## src/common/pinio_defines.svh

```systemverilog
/* Fixed board pin map and register map of the pin overlay.
   Pin roles must match the board wiring and are not per instance. */

`ifndef PINIO_DEFINES_SVH
`define PINIO_DEFINES_SVH

// Pin counts
`define PINIO_NUM_MIO 8
`define PINIO_NUM_DIO 8

// DIO roles, SPI pins double as JTAG
`define PINIO_DIO_SCK       0
`define PINIO_DIO_CSB       1
`define PINIO_DIO_SDI       2
`define PINIO_DIO_SDO       3
`define PINIO_DIO_USB_DP    4
`define PINIO_DIO_USB_DN    5
`define PINIO_DIO_USB_DP_PU 6
`define PINIO_DIO_USB_DN_PU 7

// MIO roles, JTAG strap is active high
`define PINIO_MIO_JTAG_EN   6
`define PINIO_MIO_JTAG_TRST 7

// APB register map, one 32-bit word each
`define PINIO_ADDR_W      8
`define PINIO_REG_MIO_OUT 8'h00
`define PINIO_REG_MIO_OE  8'h04
`define PINIO_REG_MIO_IN  8'h08
`define PINIO_REG_DIO_OUT 8'h0C
`define PINIO_REG_DIO_OE  8'h10
`define PINIO_REG_DIO_IN  8'h14
`define PINIO_REG_MIO_INV 8'h18
`define PINIO_REG_DIO_INV 8'h1C

`endif

```

## src/common/pinio_pkg.sv

```systemverilog
/* Shared bus and pad types of the pin overlay.
   Widths follow the fixed pin counts in the defines header. */

`include "pinio_defines.svh"

package pinio_pkg;

  ////////////////////////////////////////////////////////////
  // APB
  ////////////////////////////////////////////////////////////

  // Requester side, one word per cycle
  typedef struct packed {
    logic [`PINIO_ADDR_W-1:0] paddr;
    logic                     psel;
    logic                     penable;
    logic                     pwrite;
    logic [31:0]              pwdata;
  } apb_req_t;

  // Completer side, pready is tied high in this design
  typedef struct packed {
    logic [31:0] prdata;
    logic        pready;
    logic        pslverr;
  } apb_rsp_t;

  ////////////////////////////////////////////////////////////
  // Pads
  ////////////////////////////////////////////////////////////

  // Drive toward the pads, same layout at every stage
  typedef struct packed {
    logic [`PINIO_NUM_MIO-1:0] mio_out;
    logic [`PINIO_NUM_MIO-1:0] mio_oe;
    logic [`PINIO_NUM_DIO-1:0] dio_out;
    logic [`PINIO_NUM_DIO-1:0] dio_oe;
  } pad_drive_t;

  // Levels sensed at the pads
  typedef struct packed {
    logic [`PINIO_NUM_MIO-1:0] mio;
    logic [`PINIO_NUM_DIO-1:0] dio;
  } pad_sense_t;

  // Toward the TAP, tdo comes back on its own wire
  typedef struct packed {
    logic tck;
    logic tms;
    logic trst_n;
    logic tdi;
  } jtag_req_t;

endpackage

```

## src/pinio_regs.sv

```systemverilog
/* APB pin controller. pready is always 1, so there are no wait states.
   Pad inputs pass a two-flop synchronizer, so IN lags the pads by 2 clocks.
   Unmapped offsets and writes to IN registers return pslverr and read 0. */

`include "pinio_defines.svh"
`timescale 1ns/100ps

module pinio_regs
  import pinio_pkg::*;
(
  input  logic       clk_main_i,
  input  logic       arst_n_i,
  input  apb_req_t   apb_req_i,
  output apb_rsp_t   apb_rsp_o,
  output pad_drive_t core_drive_o,
  input  pad_sense_t core_sense_i
);

  logic [`PINIO_NUM_MIO-1:0] mio_out_q;
  logic [`PINIO_NUM_MIO-1:0] mio_oe_q;
  logic [`PINIO_NUM_MIO-1:0] mio_inv_q;
  logic [`PINIO_NUM_DIO-1:0] dio_out_q;
  logic [`PINIO_NUM_DIO-1:0] dio_oe_q;
  logic [`PINIO_NUM_DIO-1:0] dio_inv_q;

  pad_sense_t sense_meta_q;
  pad_sense_t sense_sync_q;

  logic        access;
  logic        reg_hit;
  logic        reg_ro;
  logic        bus_err;
  logic        wr_en;
  logic [31:0] rdata;

  ////////////////////////////////////////////////////////////
  // Address decode
  ////////////////////////////////////////////////////////////

  assign access = apb_req_i.psel & apb_req_i.penable;

  always_comb begin
    reg_hit = 1'b1;
    reg_ro  = 1'b0;
    rdata   = '0;
    case (apb_req_i.paddr)
      `PINIO_REG_MIO_OUT: rdata = 32'(mio_out_q);
      `PINIO_REG_MIO_OE:  rdata = 32'(mio_oe_q);
      `PINIO_REG_MIO_IN: begin
        rdata  = 32'(sense_sync_q.mio ^ mio_inv_q);
        reg_ro = 1'b1;
      end
      `PINIO_REG_DIO_OUT: rdata = 32'(dio_out_q);
      `PINIO_REG_DIO_OE:  rdata = 32'(dio_oe_q);
      `PINIO_REG_DIO_IN: begin
        rdata  = 32'(sense_sync_q.dio ^ dio_inv_q);
        reg_ro = 1'b1;
      end
      `PINIO_REG_MIO_INV: rdata = 32'(mio_inv_q);
      `PINIO_REG_DIO_INV: rdata = 32'(dio_inv_q);
      default:            reg_hit = 1'b0;
    endcase
  end

  // Errored accesses change nothing
  assign bus_err = access & (~reg_hit | (apb_req_i.pwrite & reg_ro));
  assign wr_en   = access & apb_req_i.pwrite & ~bus_err;

  assign apb_rsp_o.prdata  = bus_err ? '0 : rdata;
  assign apb_rsp_o.pready  = 1'b1;
  assign apb_rsp_o.pslverr = bus_err;

  ////////////////////////////////////////////////////////////
  // Registers
  ////////////////////////////////////////////////////////////

  always_ff @(posedge clk_main_i or negedge arst_n_i) begin
    if (!arst_n_i) begin
      mio_out_q <= '0;
      mio_oe_q  <= '0;
      mio_inv_q <= '0;
      dio_out_q <= '0;
      dio_oe_q  <= '0;
      dio_inv_q <= '0;
    end else if (wr_en) begin
      case (apb_req_i.paddr)
        `PINIO_REG_MIO_OUT: mio_out_q <= apb_req_i.pwdata[`PINIO_NUM_MIO-1:0];
        `PINIO_REG_MIO_OE:  mio_oe_q  <= apb_req_i.pwdata[`PINIO_NUM_MIO-1:0];
        `PINIO_REG_DIO_OUT: dio_out_q <= apb_req_i.pwdata[`PINIO_NUM_DIO-1:0];
        `PINIO_REG_DIO_OE:  dio_oe_q  <= apb_req_i.pwdata[`PINIO_NUM_DIO-1:0];
        `PINIO_REG_MIO_INV: mio_inv_q <= apb_req_i.pwdata[`PINIO_NUM_MIO-1:0];
        `PINIO_REG_DIO_INV: dio_inv_q <= apb_req_i.pwdata[`PINIO_NUM_DIO-1:0];
        default: ;
      endcase
    end
  end

  // Two-flop synchronizer on all pad inputs
  always_ff @(posedge clk_main_i or negedge arst_n_i) begin
    if (!arst_n_i) begin
      sense_meta_q <= '0;
      sense_sync_q <= '0;
    end else begin
      sense_meta_q <= core_sense_i;
      sense_sync_q <= sense_meta_q;
    end
  end

  // Inversion applies to the output value and never to OE
  assign core_drive_o.mio_out = mio_out_q ^ mio_inv_q;
  assign core_drive_o.mio_oe  = mio_oe_q;
  assign core_drive_o.dio_out = dio_out_q ^ dio_inv_q;
  assign core_drive_o.dio_oe  = dio_oe_q;

  ////////////////////////////////////////////////////////////
  // APB protocol checks
  ////////////////////////////////////////////////////////////

  a_penable_needs_psel: assert property (
    @(posedge clk_main_i) disable iff (!arst_n_i)
    $rose(apb_req_i.penable) |-> apb_req_i.psel
  );

  a_paddr_stable: assert property (
    @(posedge clk_main_i) disable iff (!arst_n_i)
    (apb_req_i.psel && !apb_req_i.penable) |=> $stable(apb_req_i.paddr)
  );

endmodule

```

## src/overlay/usb_swap_mux.sv

```systemverilog
/* Undoes the USB D+/D- pin flip so the board always sees unflipped pins.
   The swap follows the core's D- pull-up OE. Purely combinational. */

`include "pinio_defines.svh"
`timescale 1ns/100ps

module usb_swap_mux
  import pinio_pkg::*;
(
  input  pad_drive_t core_drive_i,
  output pad_drive_t umux_drive_o,
  input  pad_sense_t umux_sense_i,
  output pad_sense_t core_sense_o
);

  logic undo_swap;

  // Core enables the D- pull-up only when it has flipped the pins
  assign undo_swap = core_drive_i.dio_oe[`PINIO_DIO_USB_DN_PU];

  always_comb begin
    umux_drive_o = core_drive_i;
    core_sense_o = umux_sense_i;
    if (undo_swap) begin
      // Data pins, both directions
      umux_drive_o.dio_out[`PINIO_DIO_USB_DP] = core_drive_i.dio_out[`PINIO_DIO_USB_DN];
      umux_drive_o.dio_out[`PINIO_DIO_USB_DN] = core_drive_i.dio_out[`PINIO_DIO_USB_DP];
      umux_drive_o.dio_oe[`PINIO_DIO_USB_DP]  = core_drive_i.dio_oe[`PINIO_DIO_USB_DN];
      umux_drive_o.dio_oe[`PINIO_DIO_USB_DN]  = core_drive_i.dio_oe[`PINIO_DIO_USB_DP];
      core_sense_o.dio[`PINIO_DIO_USB_DP]     = umux_sense_i.dio[`PINIO_DIO_USB_DN];
      core_sense_o.dio[`PINIO_DIO_USB_DN]     = umux_sense_i.dio[`PINIO_DIO_USB_DP];

      // Pull-ups, drive side only
      umux_drive_o.dio_out[`PINIO_DIO_USB_DP_PU] =
        core_drive_i.dio_out[`PINIO_DIO_USB_DN_PU];
      umux_drive_o.dio_out[`PINIO_DIO_USB_DN_PU] =
        core_drive_i.dio_out[`PINIO_DIO_USB_DP_PU];
      umux_drive_o.dio_oe[`PINIO_DIO_USB_DP_PU] =
        core_drive_i.dio_oe[`PINIO_DIO_USB_DN_PU];
      umux_drive_o.dio_oe[`PINIO_DIO_USB_DN_PU] =
        core_drive_i.dio_oe[`PINIO_DIO_USB_DP_PU];
    end
  end

endmodule

```

## src/overlay/jtag_overlay_mux.sv

```systemverilog
/* JTAG overlay on the SPI pins, selected by the MIO6 strap (active high).
   While selected, the core sees fixed tie-offs on the six JTAG pins.
   Purely combinational, so TCK reaches the TAP with no clock. */

`include "pinio_defines.svh"
`timescale 1ns/100ps

module jtag_overlay_mux
  import pinio_pkg::*;
(
  input  pad_drive_t umux_drive_i,
  output pad_drive_t pad_drive_o,
  input  pad_sense_t pad_sense_i,
  output pad_sense_t umux_sense_o,
  output jtag_req_t  jtag_o,
  input  logic       jtag_tdo_i
);

  logic jtag_en;

  // Strap read straight from the pad
  assign jtag_en = pad_sense_i.mio[`PINIO_MIO_JTAG_EN];

  always_comb begin
    pad_drive_o  = umux_drive_i;
    umux_sense_o = pad_sense_i;
    jtag_o       = '0;

    if (jtag_en) begin
      ////////////////////////////////////////////////////////////
      // Pads to TAP
      ////////////////////////////////////////////////////////////
      jtag_o.tck    = pad_sense_i.dio[`PINIO_DIO_SCK];
      jtag_o.tms    = pad_sense_i.dio[`PINIO_DIO_CSB];
      jtag_o.tdi    = pad_sense_i.dio[`PINIO_DIO_SDI];
      jtag_o.trst_n = pad_sense_i.mio[`PINIO_MIO_JTAG_TRST];

      ////////////////////////////////////////////////////////////
      // Pad drive
      ////////////////////////////////////////////////////////////
      // TDO takes over the SDO pad
      pad_drive_o.dio_out[`PINIO_DIO_SDO] = jtag_tdo_i;
      pad_drive_o.dio_oe[`PINIO_DIO_SDO]  = 1'b1;

      // JTAG inputs must not be driven by the core
      pad_drive_o.dio_oe[`PINIO_DIO_SCK]       = 1'b0;
      pad_drive_o.dio_oe[`PINIO_DIO_CSB]       = 1'b0;
      pad_drive_o.dio_oe[`PINIO_DIO_SDI]       = 1'b0;
      pad_drive_o.mio_oe[`PINIO_MIO_JTAG_EN]   = 1'b0;
      pad_drive_o.mio_oe[`PINIO_MIO_JTAG_TRST] = 1'b0;

      ////////////////////////////////////////////////////////////
      // Core side tie-offs
      ////////////////////////////////////////////////////////////
      // CSB idles high so the SPI device stays deselected
      umux_sense_o.dio[`PINIO_DIO_SCK]       = 1'b0;
      umux_sense_o.dio[`PINIO_DIO_CSB]       = 1'b1;
      umux_sense_o.dio[`PINIO_DIO_SDI]       = 1'b0;
      umux_sense_o.dio[`PINIO_DIO_SDO]       = 1'b0;
      umux_sense_o.mio[`PINIO_MIO_JTAG_EN]   = 1'b0;
      umux_sense_o.mio[`PINIO_MIO_JTAG_TRST] = 1'b0;
    end
  end

endmodule

```

## src/pinio_top.sv

```systemverilog
/* Pin overlay top. Drive path: controller, USB swap, JTAG overlay, pads.
   Pads are split into drive and sense ports, and tristates are resolved
   in the board wrapper. */

`include "pinio_defines.svh"
`timescale 1ns/100ps

module pinio_top
  import pinio_pkg::*;
(
  input  logic       clk_main_i,
  input  logic       arst_n_i,
  // APB
  input  apb_req_t   apb_req_i,
  output apb_rsp_t   apb_rsp_o,
  // Pads
  output pad_drive_t pad_drive_o,
  input  pad_sense_t pad_sense_i,
  // TAP
  output jtag_req_t  jtag_o,
  input  logic       jtag_tdo_i
);

  // Stage naming: core <- USB swap -> umux <- JTAG overlay -> pads
  pad_drive_t core_drive;
  pad_drive_t umux_drive;
  pad_sense_t core_sense;
  pad_sense_t umux_sense;

  ////////////////////////////////////////////////////////////
  // Pin controller
  ////////////////////////////////////////////////////////////

  pinio_regs u_regs (
    .clk_main_i   ( clk_main_i ),
    .arst_n_i     ( arst_n_i   ),
    .apb_req_i    ( apb_req_i  ),
    .apb_rsp_o    ( apb_rsp_o  ),
    .core_drive_o ( core_drive ),
    .core_sense_i ( core_sense )
  );

  ////////////////////////////////////////////////////////////
  // Overlays
  ////////////////////////////////////////////////////////////

  usb_swap_mux u_usb_swap (
    .core_drive_i ( core_drive ),
    .umux_drive_o ( umux_drive ),
    .umux_sense_i ( umux_sense ),
    .core_sense_o ( core_sense )
  );

  // Sits next to the pads so the strap is read before any swap
  jtag_overlay_mux u_jtag_overlay (
    .umux_drive_i ( umux_drive  ),
    .pad_drive_o  ( pad_drive_o ),
    .pad_sense_i  ( pad_sense_i ),
    .umux_sense_o ( umux_sense  ),
    .jtag_o       ( jtag_o      ),
    .jtag_tdo_i   ( jtag_tdo_i  )
  );

endmodule

```

## config.mk

```make
export PLATFORM = sky130hd
export DESIGN_NAME = pinio_top
export DESIGN_NICKNAME = d
export VERILOG_FILES = /design/src/common/pinio_pkg.sv /design/src/pinio_regs.sv /design/src/overlay/usb_swap_mux.sv /design/src/overlay/jtag_overlay_mux.sv /design/src/pinio_top.sv
export VERILOG_INCLUDE_DIRS = /design/src /design/src/common
export SDC_FILE = /design/constraint.sdc
export NUM_CORES = 1
export LEC_CHECK = 0
export ABC_CLOCK_PERIOD_IN_PS = 1150
export CAP_MARGIN = 10
export CORE_AREA = 3 3 112 92
export DETAILED_ROUTE_END_ITERATION = 10
export DIE_AREA = 0 0 115 95
export DONT_BUFFER_PORTS = 1
export MAX_ROUTING_LAYER = met4
export PLACE_DENSITY = 0.67
export SLEW_MARGIN = 20
export SYNTH_ARGS = -nofsm -noshare
export SYNTH_HDL_FRONTEND = slang
export SYNTH_HIERARCHICAL = 1
export SYNTH_SLANG_ARGS = --single-unit
```

## constraint.sdc

```tcl
create_clock -name clk_main_i -period 1.15 [get_ports clk_main_i]
set_input_delay 0.115 -clock clk_main_i [delete_from_list [all_inputs] [get_ports clk_main_i]]
set_output_delay 0.115 -clock clk_main_i [all_outputs]
set_load 0.01 [all_outputs]
```

==> results by stage <==
Outcome:
- The run finished, with violations left.
- The final reports fail on hold timing, setup timing.

CTS:
- The maximum number of buffers from clock root to sink is 2.
- The H-tree generated during clock tree synthesis spans 3 levels.
- The TritonCTS clock tree is yes.
- The tree is rooted in a sky130_fd_sc_hd__clkbuf_16.
- The total number of clock tree sinks is 80.
- Buffers inserted to repair hold after CTS numbered 24.
- For the worst-skew pair, the clock arrives at the later sink with an insertion delay of 0.34 ns.
- The total CTS buffers is 9.
- The CTS clock-pin slew for the worst setup and hold paths is 0.06 ns.

Worst setup path:
- The worst setup path is launched from a flop.
- Traced cell by cell, the critical path runs through mux2i_1 > a2bb2oi_2 > o22ai_1 > a21oi_1 > nor2_1 > buf_4.
- The number of buffers and inverters on the critical path is 1.
- STA classifies the critical path endpoint as an output pin.
- The critical path in this run is classified as reg -> out.
- On the critical path the largest part of the delay comes from compound AO/OA/AOI/OAI gates.
- The maximum cell stage delay along the critical path is 0.39 ns.
- The required arrival time at the worst endpoint is 1.03 ns.
- For the worst setup path, the data arrival time is 1.53 ns.
- The largest fanout on the critical path is 2.
- The slowest cell on the critical path is sky130_fd_sc_hd__dfrtp_1.

Cells and area:
- The antenna diode count is 0.
- The top cell types in the final layout, fill and taps aside, are sky130_fd_sc_hd__dfrtp_1 (77), sky130_fd_sc_hd__buf_4 (36), sky130_fd_sc_hd__mux2_4 (33), sky130_fd_sc_hd__buf_6 (27), sky130_fd_sc_hd__conb_1 (26).
- The layout filler cell count is 706.
- The final layout contains 480 nets.
- The most common cell after layout, fill and taps aside is sky130_fd_sc_hd__dfrtp_1.
- At the end of the flow the core is filled with cells to 63.0%.
- The area growth from synthesis to final layout is 25.3%.
- The post-layout instance area is 5770 sq um.
- The share of cells above drive strength 1 is 47.3%.

Yosys:
- The main combinational cell family by area after synthesis is buffers and inverters.
- The share of the Yosys chip area taken by registers is 43.5%.
- The synthesized design spends more area on one cell type than any other, namely sky130_fd_sc_hd__dfrtp_1.
- The share of synthesized registers carrying an async set or reset is 100%.
- The parity-gate share of the synthesized area counting xor and xnor cells is 5.71%.
- The multiplexer fraction of the synthesized cell area is 16.4%.
- The adder-cell share of the synthesized area is 0%.
- The cell count after synthesis came out at 408.
- The total of flip-flops plus latches after synthesis is 80.
- The synthesized netlist devotes 10.1% of its cell area to simple gates.
- The post-synthesis compound-gate area fraction is 5.57%.
- In the post-synthesis netlist, the biggest area contributors are sky130_fd_sc_hd__dfrtp_1 (43%), sky130_fd_sc_hd__buf_4 (17%), sky130_fd_sc_hd__mux2_2 (12%), sky130_fd_sc_hd__xor2_1 (3.2%), sky130_fd_sc_hd__nor2b_1 (3.0%).
- The most used flip-flop cell after synthesis is sky130_fd_sc_hd__dfrtp_1.
- The mean post-synth cell area is 11.3 sq um.
- The number of different library cells used by synthesis comes to 46.
- The number of synthesis warnings is 6.
- Summing every instance area after synthesis gives 4600 sq um.
- The top-area cell type share of the netlist area is 43.5%.
- The synthesized design contains 0 enable-type register cells.

Floorplan:
- Row generation in the floorplan step produced 31 rows.
- From left edge to right edge, the die measures 115 um.
- The initial cell density of the core is 50.3%.
- The die covers 10,900 sq um.
- In this run the vertical extent of the chip is 95 um.
- 132 I/O pins were placed.
- The core footprint is 9150 sq um.

Placement:
- The number of buffer cells added on primary ports is 0.
- The final estimated routing congestion in global placement is 0.824.
- The area of placed instances is 4580 sq um.
- The wire-length estimate of the detail-placed layout is 7.02 mm.

Route:
- The total vias in the final route is 2,790.
- The first routing iteration left 133 violations.
- The detail route stage leaves a number of antenna-violating nets equal to 0.
- The pre-antenna-repair detailed-routing pass consisted of 4 iterations.
- Dividing the detail-routed wire length by the instance count gives 20.3 um.
- After detailed routing, the number of vias per cell comes to 5.19.
- The post-route DRC violation count is 0.
- The final wirelength is 10.9 mm.

GRT:
- Summed over all layers, the global routing overflow is 0.
- The maximum number of pins on one net before global-route repair is 81.
- The number of global-route vias before repair is 2,837.
- The overall global routing resource usage is 20.8%.
- The wire length of the first global-routing pass is 16.2 mm.
- The initial antenna violation count is 0.

Timing:
- The worst-case hold slack is -0.539 ns.
- The post-route minimum period is 1.65 ns.
- The count of pins over their slew limit is 0.
- The number of failing hold endpoints at the final stage was 80.
- Setup repair after global routing could not meet its margin everywhere.
- The worst clock skew on the final layout is 0.00117 ns.
- Setup violations remaining at the end of the flow were counted as 55.
- The achievable clock frequency is 607 MHz.
- The period utilization is 143%.
- The worst setup margin is -0.498 ns.

Pwr:
- The leakage component of the power is 0.00267 uW.
- Dividing total power by cell area gives a power density of 1220 nW/um^2.
- VDD sags by at most 1.02 mV.
- The total power after layout is 7050 uW.

Hold path:
- The worst hold path belongs to the class in -> async.

Run:
- Max-cap violations in this run came to 0.
-- worst paths after layout --
check	start	end	slack (ns)	cells past startpoint
hold reg to reg	u_regs/sense_meta_q[3]	u_regs/sense_sync_q[3]	0.35	0
setup reg to reg	u_regs/dio_oe_q[7]	u_regs/sense_meta_q[4]	0.03	3
setup / recovery	u_regs/mio_out_q[4]	apb_rsp_o[6]	-0.50	6
max in group asynchronous	arst_n_i	u_regs/mio_out_q[0]	1.56	0
hold / removal	arst_n_i	u_regs/sense_sync_q[4]	-0.54	0
min in group clk_main_i	apb_req_i[39]	u_regs/dio_oe_q[5]	0.15	3
-- through the flow --
step	TNS, ns	setup slack (ns)	cells	hold WS [ns]
floorplan	-10.99	-0.306	431	-0.181
global placement	-16.31	-0.381	490	-0.178
detailed placement	-17.14	-0.408	490	-0.178
CTS	-6.92	-0.508	535	-0.547
global route	-9.12	-0.557	538	-0.551
finish	-6.99	-0.498	538	-0.539
-- where the power goes --
| group | internal [uW] | switching, uW | leakage [uW] |
|---|---|---|---|
| Combinational | 306 | 262 | 0.00145 |
| Sequential | 2900 | 45.0 | 0.00104 |
| Clock | 2400 | 1140 | 0.000176 |
-- per-layer routing --
| layer | vias to the layer above | global-route usage, % | routed length, um | part of all wire (%) |
|---|---|---|---|---|
| met1 | 1409 | 26.8 | 4750 | 43 |
| li1 | 1272 | - | - | - |
| met2 | 91 | 31.5 | 5220 | 48 |
| met3 | 18 | 6.66 | 734 | 6.7 |
| met4 | 0 | 6.16 | 214 | 2.0 |
| met5 | - | - | 0 | 0 |
-- cells by family (layout without fill, tap and decap cells) --
logic type / after synthesis / count (layout)
AOI/OAI and AO/OA: 37 / 37
xor gates and xnor gates: 30 / 30
buffers and inverters: 117 / 109
DFF: 80 / 80
muxes: 65 / 65
other: 3 / 26
and+or+nand+nor: 76 / 76
-- cells in the mapped netlist, types with 3 or more instances --
cell type / n
sky130_fd_sc_hd__a211o_1: 3
sky130_fd_sc_hd__a211oi_1: 4
sky130_fd_sc_hd__a21oi_1: 4
sky130_fd_sc_hd__a31oi_1: 3
sky130_fd_sc_hd__and2_1: 4
sky130_fd_sc_hd__and2b_1: 5
sky130_fd_sc_hd__buf_2: 6
sky130_fd_sc_hd__buf_4: 103
sky130_fd_sc_hd__buf_6: 3
sky130_fd_sc_hd__conb_1: 3
sky130_fd_sc_hd__dfrtp_1: 80
sky130_fd_sc_hd__mux2_2: 49
sky130_fd_sc_hd__mux2_4: 8
sky130_fd_sc_hd__mux2i_1: 7
sky130_fd_sc_hd__nand2_1: 11
sky130_fd_sc_hd__nand2b_1: 4
sky130_fd_sc_hd__nand3_1: 8
sky130_fd_sc_hd__nor2_1: 7
sky130_fd_sc_hd__nor2b_1: 22
sky130_fd_sc_hd__o21ai_0: 6
sky130_fd_sc_hd__o22ai_1: 5
sky130_fd_sc_hd__or2_1: 3
sky130_fd_sc_hd__xnor2_1: 13
sky130_fd_sc_hd__xor2_1: 17
-- cell type report --
type                       count  area (sq um)  area share, %
clock buffer                  11           243           4.21
clock inverter                 5           128           2.21
inverter                       3          12.5          0.217
multi-input combinational    234          2360           41.0
sequential                    80          2010           34.8
tap                          115           144           2.49
timing repair buffer          90           875           15.2
-- registers in the layout (all words and copies together) (netlist names) --
signal / flops
u_regs/dio_inv_q: 8
u_regs/mio_out_q: 8
u_regs/sense_meta_q: 16
u_regs/mio_oe_q: 8
u_regs/dio_oe_q: 8
u_regs/mio_inv_q: 8
u_regs/dio_out_q: 8
u_regs/sense_sync_q: 16
-- what timing repair did --
item                                    in CTS  in global routing
cloned                                       1                  0
endpoints found under the hold margin      143                 80
resized for setup                           67                 35
pin swaps                                   23                 24
buffers inserted                             6                 10
endpoints found under the setup margin      44                 73
No activity file was read; power rests on OpenSTA's default activity.
